## config.mk

```make
export PLATFORM = sky130hd
export DESIGN_NAME = fetch_unit
export DESIGN_NICKNAME = d
export VERILOG_FILES = /design/src/common/fetch_pkg.sv /design/src/common/btb_pkg.sv /design/src/verilog/fetch_controller.sv /design/src/branch_target_buffer/branch_target_buffer.sv /design/src/instruction_buffer/instruction_buffer.sv /design/src/verilog/fetch_unit.sv
export SDC_FILE = /design/constraint.sdc
export NUM_CORES = 2
export LEC_CHECK = 0
export ABC_AREA = 1
export BUFFER_PORTS_ARGS = -buffer_cell sky130_fd_sc_hd__buf_2
export CAP_MARGIN = 20
export CELL_PAD_IN_SITES_DETAIL_PLACEMENT = 1
export CELL_PAD_IN_SITES_GLOBAL_PLACEMENT = 2
export CORE_MARGIN = 2
export CORE_UTILIZATION = 44
export CTS_BUF_LIST = sky130_fd_sc_hd__clkbuf_16
export DETAILED_ROUTE_END_ITERATION = 8
export PLACE_DENSITY_LB_ADDON = 0.1
export SETUP_SLACK_MARGIN = 0.02
export SLEW_MARGIN = 20
export SYNTH_ARGS = -nofsm -noshare
export SYNTH_HDL_FRONTEND = slang
export SYNTH_HIERARCHICAL = 1
export SYNTH_SLANG_ARGS = --single-unit
```

## constraint.sdc

```tcl
create_clock -name clk_i -period 13.55 [get_ports clk_i]
set_clock_uncertainty 0.1 [all_clocks]
set_input_delay 3.3875 -clock clk_i [delete_from_list [all_inputs] [get_ports clk_i]]
set_output_delay 3.3875 -clock clk_i [all_outputs]
set_load 0.005 [all_outputs]
```

## src/common/fetch_pkg.sv

```systemverilog
`default_nettype none

package fetch_pkg;

    // ------------------------------------------------------------
    // Fetch datapath widths and constants
    // ------------------------------------------------------------

    // One instruction word or one byte address
    typedef logic [31:0] data_word_t;

    // Default depth of the instruction buffer, kept a power of two
    localparam int unsigned BUFFER_SIZE = 8;

    // First address fetched out of reset
    localparam data_word_t RESET_VECTOR = 32'h0000_0000;

    // Canonical no-op (addi x0, x0, 0) seen in slots never written
    localparam data_word_t NOP_WORD = 32'h0000_0013;

    // Requests in flight can exceed the buffer depth when flushes pile
    // up stale responses, so the counters get two spare bits
    localparam int unsigned INFLIGHT_BITS = $clog2(BUFFER_SIZE) + 2;

    typedef logic [INFLIGHT_BITS-1:0] inflight_cnt_t;

    // ------------------------------------------------------------
    // Fetch controller states
    // ------------------------------------------------------------

    typedef enum logic [1:0] {
        ISSUE,
        PREDICT,
        HOLD
    } fetch_state_t;

endpackage : fetch_pkg

`default_nettype wire

```

## src/common/btb_pkg.sv

```systemverilog
`default_nettype none

package btb_pkg;

    // ------------------------------------------------------------
    // Direct-mapped branch target buffer geometry
    // ------------------------------------------------------------

    // Word-aligned fetch so the index starts above the byte offset
    localparam int unsigned BTB_INDEX_LSB  = 2;
    localparam int unsigned BTB_INDEX_BITS = 4;
    localparam int unsigned BTB_ENTRIES    = 1 << BTB_INDEX_BITS;

    // Everything above the index is kept as the tag (bits 31:6)
    localparam int unsigned BTB_TAG_LSB  = BTB_INDEX_LSB + BTB_INDEX_BITS;
    localparam int unsigned BTB_TAG_BITS = 32 - BTB_TAG_LSB;

    typedef logic [BTB_INDEX_BITS-1:0] btb_index_t;
    typedef logic [BTB_TAG_BITS-1:0]   btb_tag_t;

    // Two-bit saturating direction counter, upper bit predicts taken
    typedef logic [1:0] btb_counter_t;

    // New entries start weakly taken
    localparam btb_counter_t WEAK_TAKEN = 2'd2;

endpackage : btb_pkg

`default_nettype wire

```

## src/verilog/fetch_controller.sv

```systemverilog
`default_nettype none

module fetch_controller (
    input  logic                  clk_i,
    input  logic                  rst_n_i,
    input  logic                  flush_i,
    input  fetch_pkg::data_word_t redirect_address_i,
    input  logic                  buffer_full_i,
    input  logic                  fetch_valid_i,
    input  logic                  predict_hit_i,
    input  logic                  predict_taken_i,
    input  fetch_pkg::data_word_t predict_target_i,
    output logic                  fetch_req_o,
    output fetch_pkg::data_word_t fetch_address_o,
    output logic                  write_address_o,
    output logic                  write_speculative_o,
    output logic                  speculative_o,
    output logic                  taken_o,
    output logic                  write_instruction_o
);
    import fetch_pkg::*;

    fetch_state_t  state_q;
    fetch_state_t  state_d;
    data_word_t    pc_q;
    data_word_t    pc_d;
    inflight_cnt_t outstanding_q;
    inflight_cnt_t discard_q;
    logic          issue;
    logic          response_live;

    // ------------------------------------------------------------
    // Program counter and state machine
    // ------------------------------------------------------------

    // A request leaves only from ISSUE with room in the buffer
    assign issue = (state_q == ISSUE) && !buffer_full_i && !flush_i;

    always_comb begin
        state_d = state_q;
        pc_d    = pc_q;

        case (state_q)
            ISSUE: begin
                // Wait out a full buffer in HOLD so the slot is not lost
                state_d = buffer_full_i ? HOLD : PREDICT;
            end

            PREDICT: begin
                // The predictor outcome for pc_q is valid this cycle
                state_d = ISSUE;
                if (predict_hit_i && predict_taken_i) begin
                    pc_d = predict_target_i;
                end else begin
                    pc_d = pc_q + 32'd4;
                end
            end

            HOLD: begin
                if (!buffer_full_i) begin
                    state_d = ISSUE;
                end
            end

            default: state_d = ISSUE;
        endcase

        // A flush overrides everything, including an outcome in PREDICT
        if (flush_i) begin
            state_d = ISSUE;
            pc_d    = redirect_address_i;
        end
    end

    always_ff @(posedge clk_i) begin
        if (!rst_n_i) begin
            // Out of reset the first request leaves from HOLD through ISSUE a cycle later
            state_q <= HOLD;
            pc_q    <= RESET_VECTOR;
        end else begin
            state_q <= state_d;
            pc_q    <= pc_d;
        end
    end

    // ------------------------------------------------------------
    // Stale response filter
    // ------------------------------------------------------------

    // Responses come back in order, so the oldest ones are the stale ones
    assign response_live = fetch_valid_i && (discard_q == '0);

    always_ff @(posedge clk_i) begin
        if (!rst_n_i) begin
            outstanding_q <= '0;
            discard_q     <= '0;
        end else if (flush_i) begin
            // Every live request becomes stale, minus any response taken now
            outstanding_q <= '0;
            discard_q     <= discard_q + outstanding_q - inflight_cnt_t'(fetch_valid_i);
        end else begin
            outstanding_q <= outstanding_q + inflight_cnt_t'(issue)
                           - inflight_cnt_t'(response_live);
            if (fetch_valid_i && !response_live) begin
                discard_q <= discard_q - 1'b1;
            end
        end
    end

    // ------------------------------------------------------------
    // Buffer and memory strobes
    // ------------------------------------------------------------

    assign fetch_req_o     = issue;
    assign fetch_address_o = pc_q;
    assign write_address_o = issue;

    // Outcome of the lookup started in the previous ISSUE cycle
    assign write_speculative_o = (state_q == PREDICT) && !flush_i;
    assign speculative_o       = predict_hit_i;
    assign taken_o             = predict_hit_i && predict_taken_i;

    assign write_instruction_o = response_live && !flush_i;

endmodule : fetch_controller

`default_nettype wire

```

## src/branch_target_buffer/branch_target_buffer.sv

```systemverilog
`default_nettype none

module branch_target_buffer (
    input  logic                  clk_i,
    input  logic                  rst_n_i,
    input  logic                  lookup_i,
    input  fetch_pkg::data_word_t lookup_address_i,
    input  logic                  update_i,
    input  fetch_pkg::data_word_t update_address_i,
    input  fetch_pkg::data_word_t update_target_i,
    input  logic                  update_taken_i,
    output logic                  hit_o,
    output logic                  predict_taken_o,
    output fetch_pkg::data_word_t target_o
);
    import fetch_pkg::*;
    import btb_pkg::*;

    logic         valid_q   [BTB_ENTRIES];
    btb_tag_t     tag_q     [BTB_ENTRIES];
    data_word_t   target_q  [BTB_ENTRIES];
    btb_counter_t counter_q [BTB_ENTRIES];

    btb_index_t   lookup_index;
    btb_tag_t     lookup_tag;
    btb_index_t   update_index;
    btb_tag_t     update_tag;
    logic         update_match;
    btb_counter_t counter_cur;

    // ------------------------------------------------------------
    // Address split
    // ------------------------------------------------------------

    assign lookup_index = lookup_address_i[BTB_TAG_LSB-1:BTB_INDEX_LSB];
    assign lookup_tag   = lookup_address_i[31:BTB_TAG_LSB];
    assign update_index = update_address_i[BTB_TAG_LSB-1:BTB_INDEX_LSB];
    assign update_tag   = update_address_i[31:BTB_TAG_LSB];

    assign update_match = valid_q[update_index] && (tag_q[update_index] == update_tag);
    assign counter_cur  = counter_q[update_index];

    // ------------------------------------------------------------
    // Registered lookup
    // ------------------------------------------------------------

    // Nonblocking reads here see the entry before a same-edge update
    always_ff @(posedge clk_i) begin
        if (!rst_n_i) begin
            hit_o <= 1'b0;
        end else begin
            hit_o <= lookup_i && valid_q[lookup_index]
                   && (tag_q[lookup_index] == lookup_tag);
        end
    end

    always_ff @(posedge clk_i) begin
        if (lookup_i) begin
            predict_taken_o <= counter_q[lookup_index][1];
            target_o        <= target_q[lookup_index];
        end
    end

    // ------------------------------------------------------------
    // Update port
    // ------------------------------------------------------------

    // Only a taken miss allocates, so the valid bit never clears after reset
    always_ff @(posedge clk_i) begin
        if (!rst_n_i) begin
            for (int i = 0; i < BTB_ENTRIES; i++) begin
                valid_q[i] <= 1'b0;
            end
        end else if (update_i && !update_match && update_taken_i) begin
            valid_q[update_index] <= 1'b1;
        end
    end

    always_ff @(posedge clk_i) begin
        if (update_i) begin
            if (update_match) begin
                // Saturating step toward the observed direction
                if (update_taken_i) begin
                    target_q[update_index] <= update_target_i;
                    if (counter_cur != 2'd3) begin
                        counter_q[update_index] <= counter_cur + 1'b1;
                    end
                end else if (counter_cur != 2'd0) begin
                    counter_q[update_index] <= counter_cur - 1'b1;
                end
            end else if (update_taken_i) begin
                // Taken miss replaces whatever lived in this slot
                tag_q[update_index]     <= update_tag;
                target_q[update_index]  <= update_target_i;
                counter_q[update_index] <= WEAK_TAKEN;
            end
        end
    end

endmodule : branch_target_buffer

`default_nettype wire

```

## src/instruction_buffer/instruction_buffer.sv

```systemverilog
`default_nettype none

module instruction_buffer #(
    parameter int unsigned BUFFER_SIZE = fetch_pkg::BUFFER_SIZE
) (
    input  logic                  clk_i,
    input  logic                  rst_n_i,
    input  logic                  flush_i,
    input  fetch_pkg::data_word_t fetch_instruction_i,
    input  fetch_pkg::data_word_t fetch_address_i,
    input  logic                  fetch_speculative_i,
    input  logic                  taken_i,
    input  logic                  write_instruction_i,
    input  logic                  write_speculative_i,
    input  logic                  write_address_i,
    input  logic                  read_i,
    output fetch_pkg::data_word_t fetch_instruction_o,
    output fetch_pkg::data_word_t fetch_address_o,
    output logic                  fetch_speculative_o,
    output logic                  taken_o,
    output logic                  empty_o,
    output logic                  full_o
);
    import fetch_pkg::*;

    // Pointers carry one extra wrap bit to tell full from empty
    localparam int unsigned PTR_BITS = $clog2(BUFFER_SIZE);

    logic [PTR_BITS:0] instr_ptr_q;
    logic [PTR_BITS:0] spec_ptr_q;
    logic [PTR_BITS:0] addr_ptr_q;
    logic [PTR_BITS:0] read_ptr_q;

    data_word_t instr_mem [BUFFER_SIZE];
    data_word_t addr_mem  [BUFFER_SIZE];
    logic [1:0] spec_mem  [BUFFER_SIZE];

    // ------------------------------------------------------------
    // Pointers
    // ------------------------------------------------------------

    // The three parts of an entry arrive in different cycles, each with
    // its own write pointer, and leave together through the read pointer
    always_ff @(posedge clk_i) begin
        if (!rst_n_i || flush_i) begin
            instr_ptr_q <= '0;
            spec_ptr_q  <= '0;
            addr_ptr_q  <= '0;
            read_ptr_q  <= '0;
        end else begin
            if (write_instruction_i) begin
                instr_ptr_q <= instr_ptr_q + 1'b1;
            end
            if (write_speculative_i) begin
                spec_ptr_q <= spec_ptr_q + 1'b1;
            end
            if (write_address_i) begin
                addr_ptr_q <= addr_ptr_q + 1'b1;
            end
            if (read_i) begin
                read_ptr_q <= read_ptr_q + 1'b1;
            end
        end
    end

    // An entry is readable once its word is in, and the word comes last
    assign empty_o = (instr_ptr_q == read_ptr_q);

    // An issued address already holds its slot while its word is pending
    assign full_o = ({~addr_ptr_q[PTR_BITS], addr_ptr_q[PTR_BITS-1:0]} == read_ptr_q);

    // ------------------------------------------------------------
    // Storage
    // ------------------------------------------------------------

    // Slots that were never written show a no-op to decode
    initial begin
        for (int i = 0; i < BUFFER_SIZE; i++) begin
            instr_mem[i] = NOP_WORD;
            addr_mem[i]  = '0;
            spec_mem[i]  = 2'b00;
        end
    end

    always_ff @(posedge clk_i) begin
        if (write_instruction_i) begin
            instr_mem[instr_ptr_q[PTR_BITS-1:0]] <= fetch_instruction_i;
        end
        if (write_speculative_i) begin
            spec_mem[spec_ptr_q[PTR_BITS-1:0]] <= {fetch_speculative_i, taken_i};
        end
        if (write_address_i) begin
            addr_mem[addr_ptr_q[PTR_BITS-1:0]] <= fetch_address_i;
        end
    end

    // Head of the queue is shown without a register stage
    assign fetch_instruction_o = instr_mem[read_ptr_q[PTR_BITS-1:0]];
    assign fetch_address_o     = addr_mem[read_ptr_q[PTR_BITS-1:0]];
    assign {fetch_speculative_o, taken_o} = spec_mem[read_ptr_q[PTR_BITS-1:0]];

endmodule : instruction_buffer

`default_nettype wire

```

## src/verilog/fetch_unit.sv

```systemverilog
`default_nettype none

module fetch_unit (
    input  logic                  clk_i,
    input  logic                  rst_n_i,
    input  logic                  flush_i,
    input  fetch_pkg::data_word_t redirect_address_i,
    input  logic                  fetch_valid_i,
    input  fetch_pkg::data_word_t fetch_instruction_i,
    input  logic                  read_i,
    input  logic                  btb_update_i,
    input  fetch_pkg::data_word_t btb_update_address_i,
    input  fetch_pkg::data_word_t btb_update_target_i,
    input  logic                  btb_update_taken_i,
    output logic                  fetch_req_o,
    output fetch_pkg::data_word_t fetch_address_o,
    output logic                  instr_valid_o,
    output fetch_pkg::data_word_t instr_o,
    output fetch_pkg::data_word_t instr_address_o,
    output logic                  speculative_o,
    output logic                  taken_o
);
    import fetch_pkg::*;

    // Controller to buffer
    logic       write_address;
    logic       write_speculative;
    logic       write_instruction;
    logic       spec_bit;
    logic       taken_bit;
    logic       buffer_full;
    logic       buffer_empty;

    // Predictor to controller, one cycle after the lookup
    logic       predict_hit;
    logic       predict_taken;
    data_word_t predict_target;

    // ------------------------------------------------------------
    // Program counter stage
    // ------------------------------------------------------------

    fetch_controller i_fetch_controller (
        .clk_i               (clk_i),
        .rst_n_i             (rst_n_i),
        .flush_i             (flush_i),
        .redirect_address_i  (redirect_address_i),
        .buffer_full_i       (buffer_full),
        .fetch_valid_i       (fetch_valid_i),
        .predict_hit_i       (predict_hit),
        .predict_taken_i     (predict_taken),
        .predict_target_i    (predict_target),
        .fetch_req_o         (fetch_req_o),
        .fetch_address_o     (fetch_address_o),
        .write_address_o     (write_address),
        .write_speculative_o (write_speculative),
        .speculative_o       (spec_bit),
        .taken_o             (taken_bit),
        .write_instruction_o (write_instruction)
    );

    // The predictor looks up every issued address
    branch_target_buffer i_branch_target_buffer (
        .clk_i            (clk_i),
        .rst_n_i          (rst_n_i),
        .lookup_i         (write_address),
        .lookup_address_i (fetch_address_o),
        .update_i         (btb_update_i),
        .update_address_i (btb_update_address_i),
        .update_target_i  (btb_update_target_i),
        .update_taken_i   (btb_update_taken_i),
        .hit_o            (predict_hit),
        .predict_taken_o  (predict_taken),
        .target_o         (predict_target)
    );

    // ------------------------------------------------------------
    // Decode-side queue
    // ------------------------------------------------------------

    instruction_buffer #(
        .BUFFER_SIZE (BUFFER_SIZE)
    ) i_instruction_buffer (
        .clk_i               (clk_i),
        .rst_n_i             (rst_n_i),
        .flush_i             (flush_i),
        .fetch_instruction_i (fetch_instruction_i),
        .fetch_address_i     (fetch_address_o),
        .fetch_speculative_i (spec_bit),
        .taken_i             (taken_bit),
        .write_instruction_i (write_instruction),
        .write_speculative_i (write_speculative),
        .write_address_i     (write_address),
        .read_i              (read_i),
        .fetch_instruction_o (instr_o),
        .fetch_address_o     (instr_address_o),
        .fetch_speculative_o (speculative_o),
        .taken_o             (taken_o),
        .empty_o             (buffer_empty),
        .full_o              (buffer_full)
    );

    assign instr_valid_o = ~buffer_empty;

endmodule : fetch_unit

`default_nettype wire

```

# Yosys cells after proc, flatten, opt, wreduce, memory -nomap -nowiden
# Memory sizes are Yosys's and may differ from the RTL's. A register that Yosys moved wholly into a read port is not among the register bits.
# Cells that the tools add are included.
# totals
ramBits	1504
regBits	61
input_bits	135
out_inout_bits	100
mem_count	7
# op_classes
bitwise	6
reduce_logical	25
muxes	52
eq_ne	9
add_sub_neg	12
# mem_list
name	depth	word_bits	read_ports	rd_clocked_by_memory_dff	wr	line	text
i_branch_target_buffer.target_q	16	32	1	1	1	branch_target_buffer.sv:21	data_word_t target_q [BTB_ENTRIES];
i_branch_target_buffer.tag_q	16	26	2	1	1	branch_target_buffer.sv:20	btb_tag_t tag_q [BTB_ENTRIES];
i_instruction_buffer.addr_mem	8	32	1	1	1	instruction_buffer.sv:35	data_word_t addr_mem [BUFFER_SIZE];
i_instruction_buffer.instr_mem	8	32	1	1	1	instruction_buffer.sv:34	data_word_t instr_mem [BUFFER_SIZE];
i_branch_target_buffer.counter_q	16	2	2	1	1	branch_target_buffer.sv:22	btb_counter_t counter_q [BTB_ENTRIES];
i_branch_target_buffer.valid_q	16	1	2	1	16	branch_target_buffer.sv:19	logic valid_q [BTB_ENTRIES];
1 more memories	-	-	-	-	-	-	
# op_table
op	count
32-bit 2-to-1 mux	4
26-bit equality test	2
32-bit by 3-bit adder with 32-bit output (second input constant)	1
1-bit 2-to-1 mux	29
4-bit 2-to-1 mux	5
3-bit 2-to-1 mux	6
4-bit by 1-bit adder with 4-bit output (second input constant)	4
1-bit logical AND	12
2-bit 2-to-1 mux	5
5-bit 2-to-1 mux	2
5-bit by 1-bit subtractor with 5-bit output	2
4-bit equality test	2
2-bit nonzero test	3
5-bit by 1-bit adder with 5-bit output	1
5-bit adder	1
1-bit zero test	5
5-bit zero test	1
5-bit by 1-bit subtractor with 5-bit output (second input constant)	1
2-bit != test (second input constant)	2
2-bit one-hot mux with 2 select lines	1
3-bit != test (second input constant)	1
1-bit NOT	3
1-bit OR	3
2-bit by 1-bit adder with 2-bit output (second input constant)	1
7 further kinds	7

# Longest topological paths before layout
# An unclocked memory read counts as a cell.
# logic_depth
ltp_word	11
mapped_depth	23
mapped_depth_nobuf	19

# Modules after synthesis
# The synthesis kept the hierarchy.
# modules_own_cells
module	area_each_um2	n_inst	cells_per_inst	seq_area_each_um2
branch_target_buffer	44704.1	1	4218	30158.9
instruction_buffer	23854.1	1	2422	16215.6
fetch_controller	3399.5	1	527	880.8
fetch_unit	3.8	1	1	0.0

# Worst setup path before layout
# No wires, ideal clock.
# synth_timing
path_type	input port to output port
startpoint	input port flush_i
endpoint	output port fetch_req_o
t_arrival_ns	4.148
slack_ns	5.915
n_path_buf	2
cell_stages	3
cell_sequence	buf_6 -> clkbuf_1 -> nor4_1
# synth_via
elab_chain_len	2
# synth_lines
item	line	text
start: declaration	fetch_unit.sv:6	input logic flush_i,
1-bit zero test	fetch_controller.sv:37	assign issue = (state_q == ISSUE) && !buffer_full_i && !flush_i;
1-bit logical AND	fetch_controller.sv:37	
end: declaration	fetch_unit.sv:15	output logic fetch_req_o,
# Every way passes these cells.

# Final worst setup path
# Same ends and word-level chain as after synthesis.

==> summary.txt <==
Clock network
  – Clock Latency Late Sink: 0.85 ns
  – Clk sinks: 1,600
  – Hold Buf Count CTS: 0
  – H-tree Lvls: 4
  – Cts bufs inserted: 173
  – CTS clk-pin slew, worst paths: 0.06 ns
  – PostCTS Resize Cnt: 0
  – CTS tree: built
  – Clk buf depth: 3
  – Post-CTS setup buffers: 0
  – Root buffer cell: clkbuf_16

Worst setup path
  – Crit path max fanout: 6
  – RR Startpoint: i_fetch_controller/fetch_address_o[2]
  – CP endpoint kind: output pin
  – Critical path origin: flush_i
  – Critical Path End: fetch_req_o
  – Critical path arrival: 4.69 ns
  – R2R setup slack: 8.45 ns
  – Worst EP required: 10.06 ns
  – R2R depth: 14
  – Startpoint Class: input port
  – Worst r2r dst: i_branch_target_buffer/hit_o
  – WS Path Type: input port to output pin

STA
  – Hold WS: 0.3732 ns
  – Setup-failing EPs final: 0
  – Slew HR: 24.24%
  – Min Tclk post-route: 8.178 ns
  – Fmax: 0.1223 GHz
  – Worst-Margin Slew: 1.136 ns
  – Setup TNS: 0 ns
  – PnR worst setup slack: 5.372 ns
  – Fin. max-slew vios: 0
  – Fin. Hold Viols: 0
  – Period utilization: 60.35%
  – RSZ-0062 raised after global routing: false

Logic synthesis
  – Dominant synthesized flop cell: edfxtp_1
  – Seq/Total Area, Yosys: 65.67%
  – Distinct cells, synth: 49
  – Top-count cell post-synth: nand2_1
  – Synth area leader: edfxtp_1
  – Average size of a mapped cell: 10.04 sq um
  – Synth async-reset ratio: 0%
  – Yosys reg bits: 1,600
  – Yosys top cell area share: 63.47%
  – Number of synthesized flops with an enable pin: 1,521
  – Synthesized cell area: 0.07196 sq mm
  – Yosys warns: 6
  – Top cells by count, synth: 2,165 x nand2_1, 1,521 x edfxtp_1, 713 x inv_1, 697 x nor2_1, 566 x o21ai_0
  – Top cells by area, synth: edfxtp_1 63%, nand2_1 11%, o21ai_0 3.9%
  – Gate Count Post-Synth: 7,168
  – Mapped Nets: 7,325

Route
  – Drt pass-1 iters: 6
  – Via count: 52,835
  – WL/cell: 24.46 um
  – Final wirelength: 234,800 um
  – Detail Route Antenna Nets: 0
  – Drc violations: 0
  – Vias per cell: 5.505
  – Drt first-iter violations: 3,590

Die
  – Die area: 0.1668 sq mm
  – Die Ht: 408.4 um
  – Number of core rows: 148
  – Core area: 0.1626 sq mm
  – Die Wd: 408.4 um
  – Initial core utilization: 44.26%
  – Io pins: 235

Placed design
  – Dpl hpwl: 129,600 um
  – Gpl congestion: 0.8172
  – Setup WS pre-CTS: 5.057 ns
  – IO Port Bufs: 232

Cells and area
  – Final nets: 7,433
  – Register area: 0.04728 sq mm
  – Area of the multi-input gates: 0.02037 sq mm
  – Share of layout cells above drive strength 1: 9.211%
  – # fillers: 17,858
  – Area grow syn2layout: 12.08%

Flow run
  – Max cap viols: 0

Power
  – Tot Pwr: 0.01116 W
  – Lkg Pwr: 31.86 nW
  – Pwr dens: 138.4 mW/mm^2
  – Worst vdd ir: 0.1639 mV

Global routing
  – GRT overflow: 0
  – First-pass GRT wire length: 347,100 um
  – Gr usage total: 27.86%
  – Largest net degree at the start of global routing: 225
  – Initial antenna violation count: 35
  – Vias in the first global route: 54,638

Run status
  – Status: finished, final reports clean

Worst hold path
  – Min-Delay Path Class: flop to flop
==> worst min-delay path by stage <==
stage | startpoint | end | slack, ns | cells after the start
after CTS | i_branch_target_buffer/valid_q[12] | i_branch_target_buffer/valid_q[12] | 0.37 | 2
after floorplan | i_branch_target_buffer/valid_q[6] | i_branch_target_buffer/valid_q[6] | 0.34 | 2
final | i_branch_target_buffer/valid_q[12] | i_branch_target_buffer/valid_q[12] | 0.37 | 2
after global routing | i_branch_target_buffer/valid_q[2] | i_branch_target_buffer/valid_q[2] | 0.40 | 2
after detailed placement | i_branch_target_buffer/valid_q[12] | i_branch_target_buffer/valid_q[12] | 0.36 | 2
after global placement | i_branch_target_buffer/valid_q[8] | i_branch_target_buffer/valid_q[8] | 0.35 | 2
==> critical path, cell delays in order <==
cell and delay, ns:
buf_2 0.16, nor4_2 0.88, buf_2 0.26
==> metal layers <==
layer	track usage, %	vias up	wire length (um)	part of all wire [%]
met1	36.37	26573	100400	43
met3	4.053	409	12330	5.3
li1	-	24387	-	-
met2	47.63	1448	114600	49
met4	9.193	18	7430	3.2
met5	0	-	112	0.048
==> report_power, final <==
| group | switching [W] | total, W | internal [W] |
|---|---|---|---|
| Sequential | 0.0000597 | 0.00556 | 0.00550 |
| Clock | 0.00200 | 0.00454 | 0.00255 |
| Combinational | 0.000777 | 0.00106 | 0.000283 |
==> stage by stage <==
step                      utilization, %  cells  cell area, sq um
after floorplan                        -   7168             71960
after global placement             46.24   9276             75180
after detailed placement           46.24   9276             75180
after CTS                          49.59   9590             80630
after global routing               49.60   9594             80640
final                              49.61   9598             80650
==> cells by family after synthesis <==
logic type	Yosys count	share of synthesized area, %
AOI/OAI and AO/OA	1066	8.815
xor gates and xnor gates	41	0.4990
adders and majority gates	22	0.4034
buffers and inverters	1134	6.431
DFF	1600	65.67
muxes	1	0.01391
and+or+nand+nor	3304	18.17
==> placed cells by master (no fill, tap or decap), drive strengths merged, types with 2 or more instances in the layout <==
cell type | netlist | layout
fa | 2 | 2
a211oi | 2 | 2
nand3 | 382 | 382
clkinv | 1 | 86
a31oi | 7 | 7
nand4 | 12 | 12
a22o | 5 | 5
bufinv | 0 | 10
o211ai | 75 | 75
inv | 722 | 762
nor3 | 12 | 12
xor2 | 21 | 21
o21bai | 7 | 7
o221ai | 151 | 151
a22oi | 16 | 16
clkinvlp | 0 | 3
o22ai | 79 | 79
nand3b | 3 | 3
clkbuf | 225 | 176
ha | 20 | 20
nor2 | 712 | 712
diode | 0 | 8
xnor2 | 20 | 20
and2 | 2 | 2
dfxtp | 79 | 79
or2 | 6 | 6
nand2 | 2172 | 2172
edfxtp | 1521 | 1521
buf | 186 | 344
o21ai | 588 | 588
a21oi | 133 | 133
nor4 | 2 | 2
==> state kept, by name (all words and copies together) (netlist names), 2 cells and up, named ones only <==
signal	count
i_branch_target_buffer/counter_q	32
i_branch_target_buffer/tag_q	416
i_branch_target_buffer/target_o	32
i_branch_target_buffer/target_q	512
i_branch_target_buffer/valid_q	16
i_fetch_controller/discard_q	5
i_fetch_controller/fetch_address_o	32
i_fetch_controller/outstanding_q	5
i_fetch_controller/state_q	2
i_instruction_buffer/addr_mem	256
i_instruction_buffer/addr_ptr_q	4
i_instruction_buffer/instr_mem	256
i_instruction_buffer/instr_ptr_q	4
i_instruction_buffer/read_ptr_q	4
i_instruction_buffer/spec_mem	16
i_instruction_buffer/spec_ptr_q	3
==> area by class of cell <==
class | instances | share of cell area, %
Sequential cell | 1600 | 58.62
Clock buffer | 176 | 5.461
Inverter | 723 | 3.418
Clock inverter | 138 | 1.291
Multi-Input combinational cell | 4434 | 25.25
Antenna cell | 8 | 0.02482
Timing Repair Buffer | 344 | 2.555
Tap cell | 2175 | 3.374
Power figures use the tool's default switching activity.
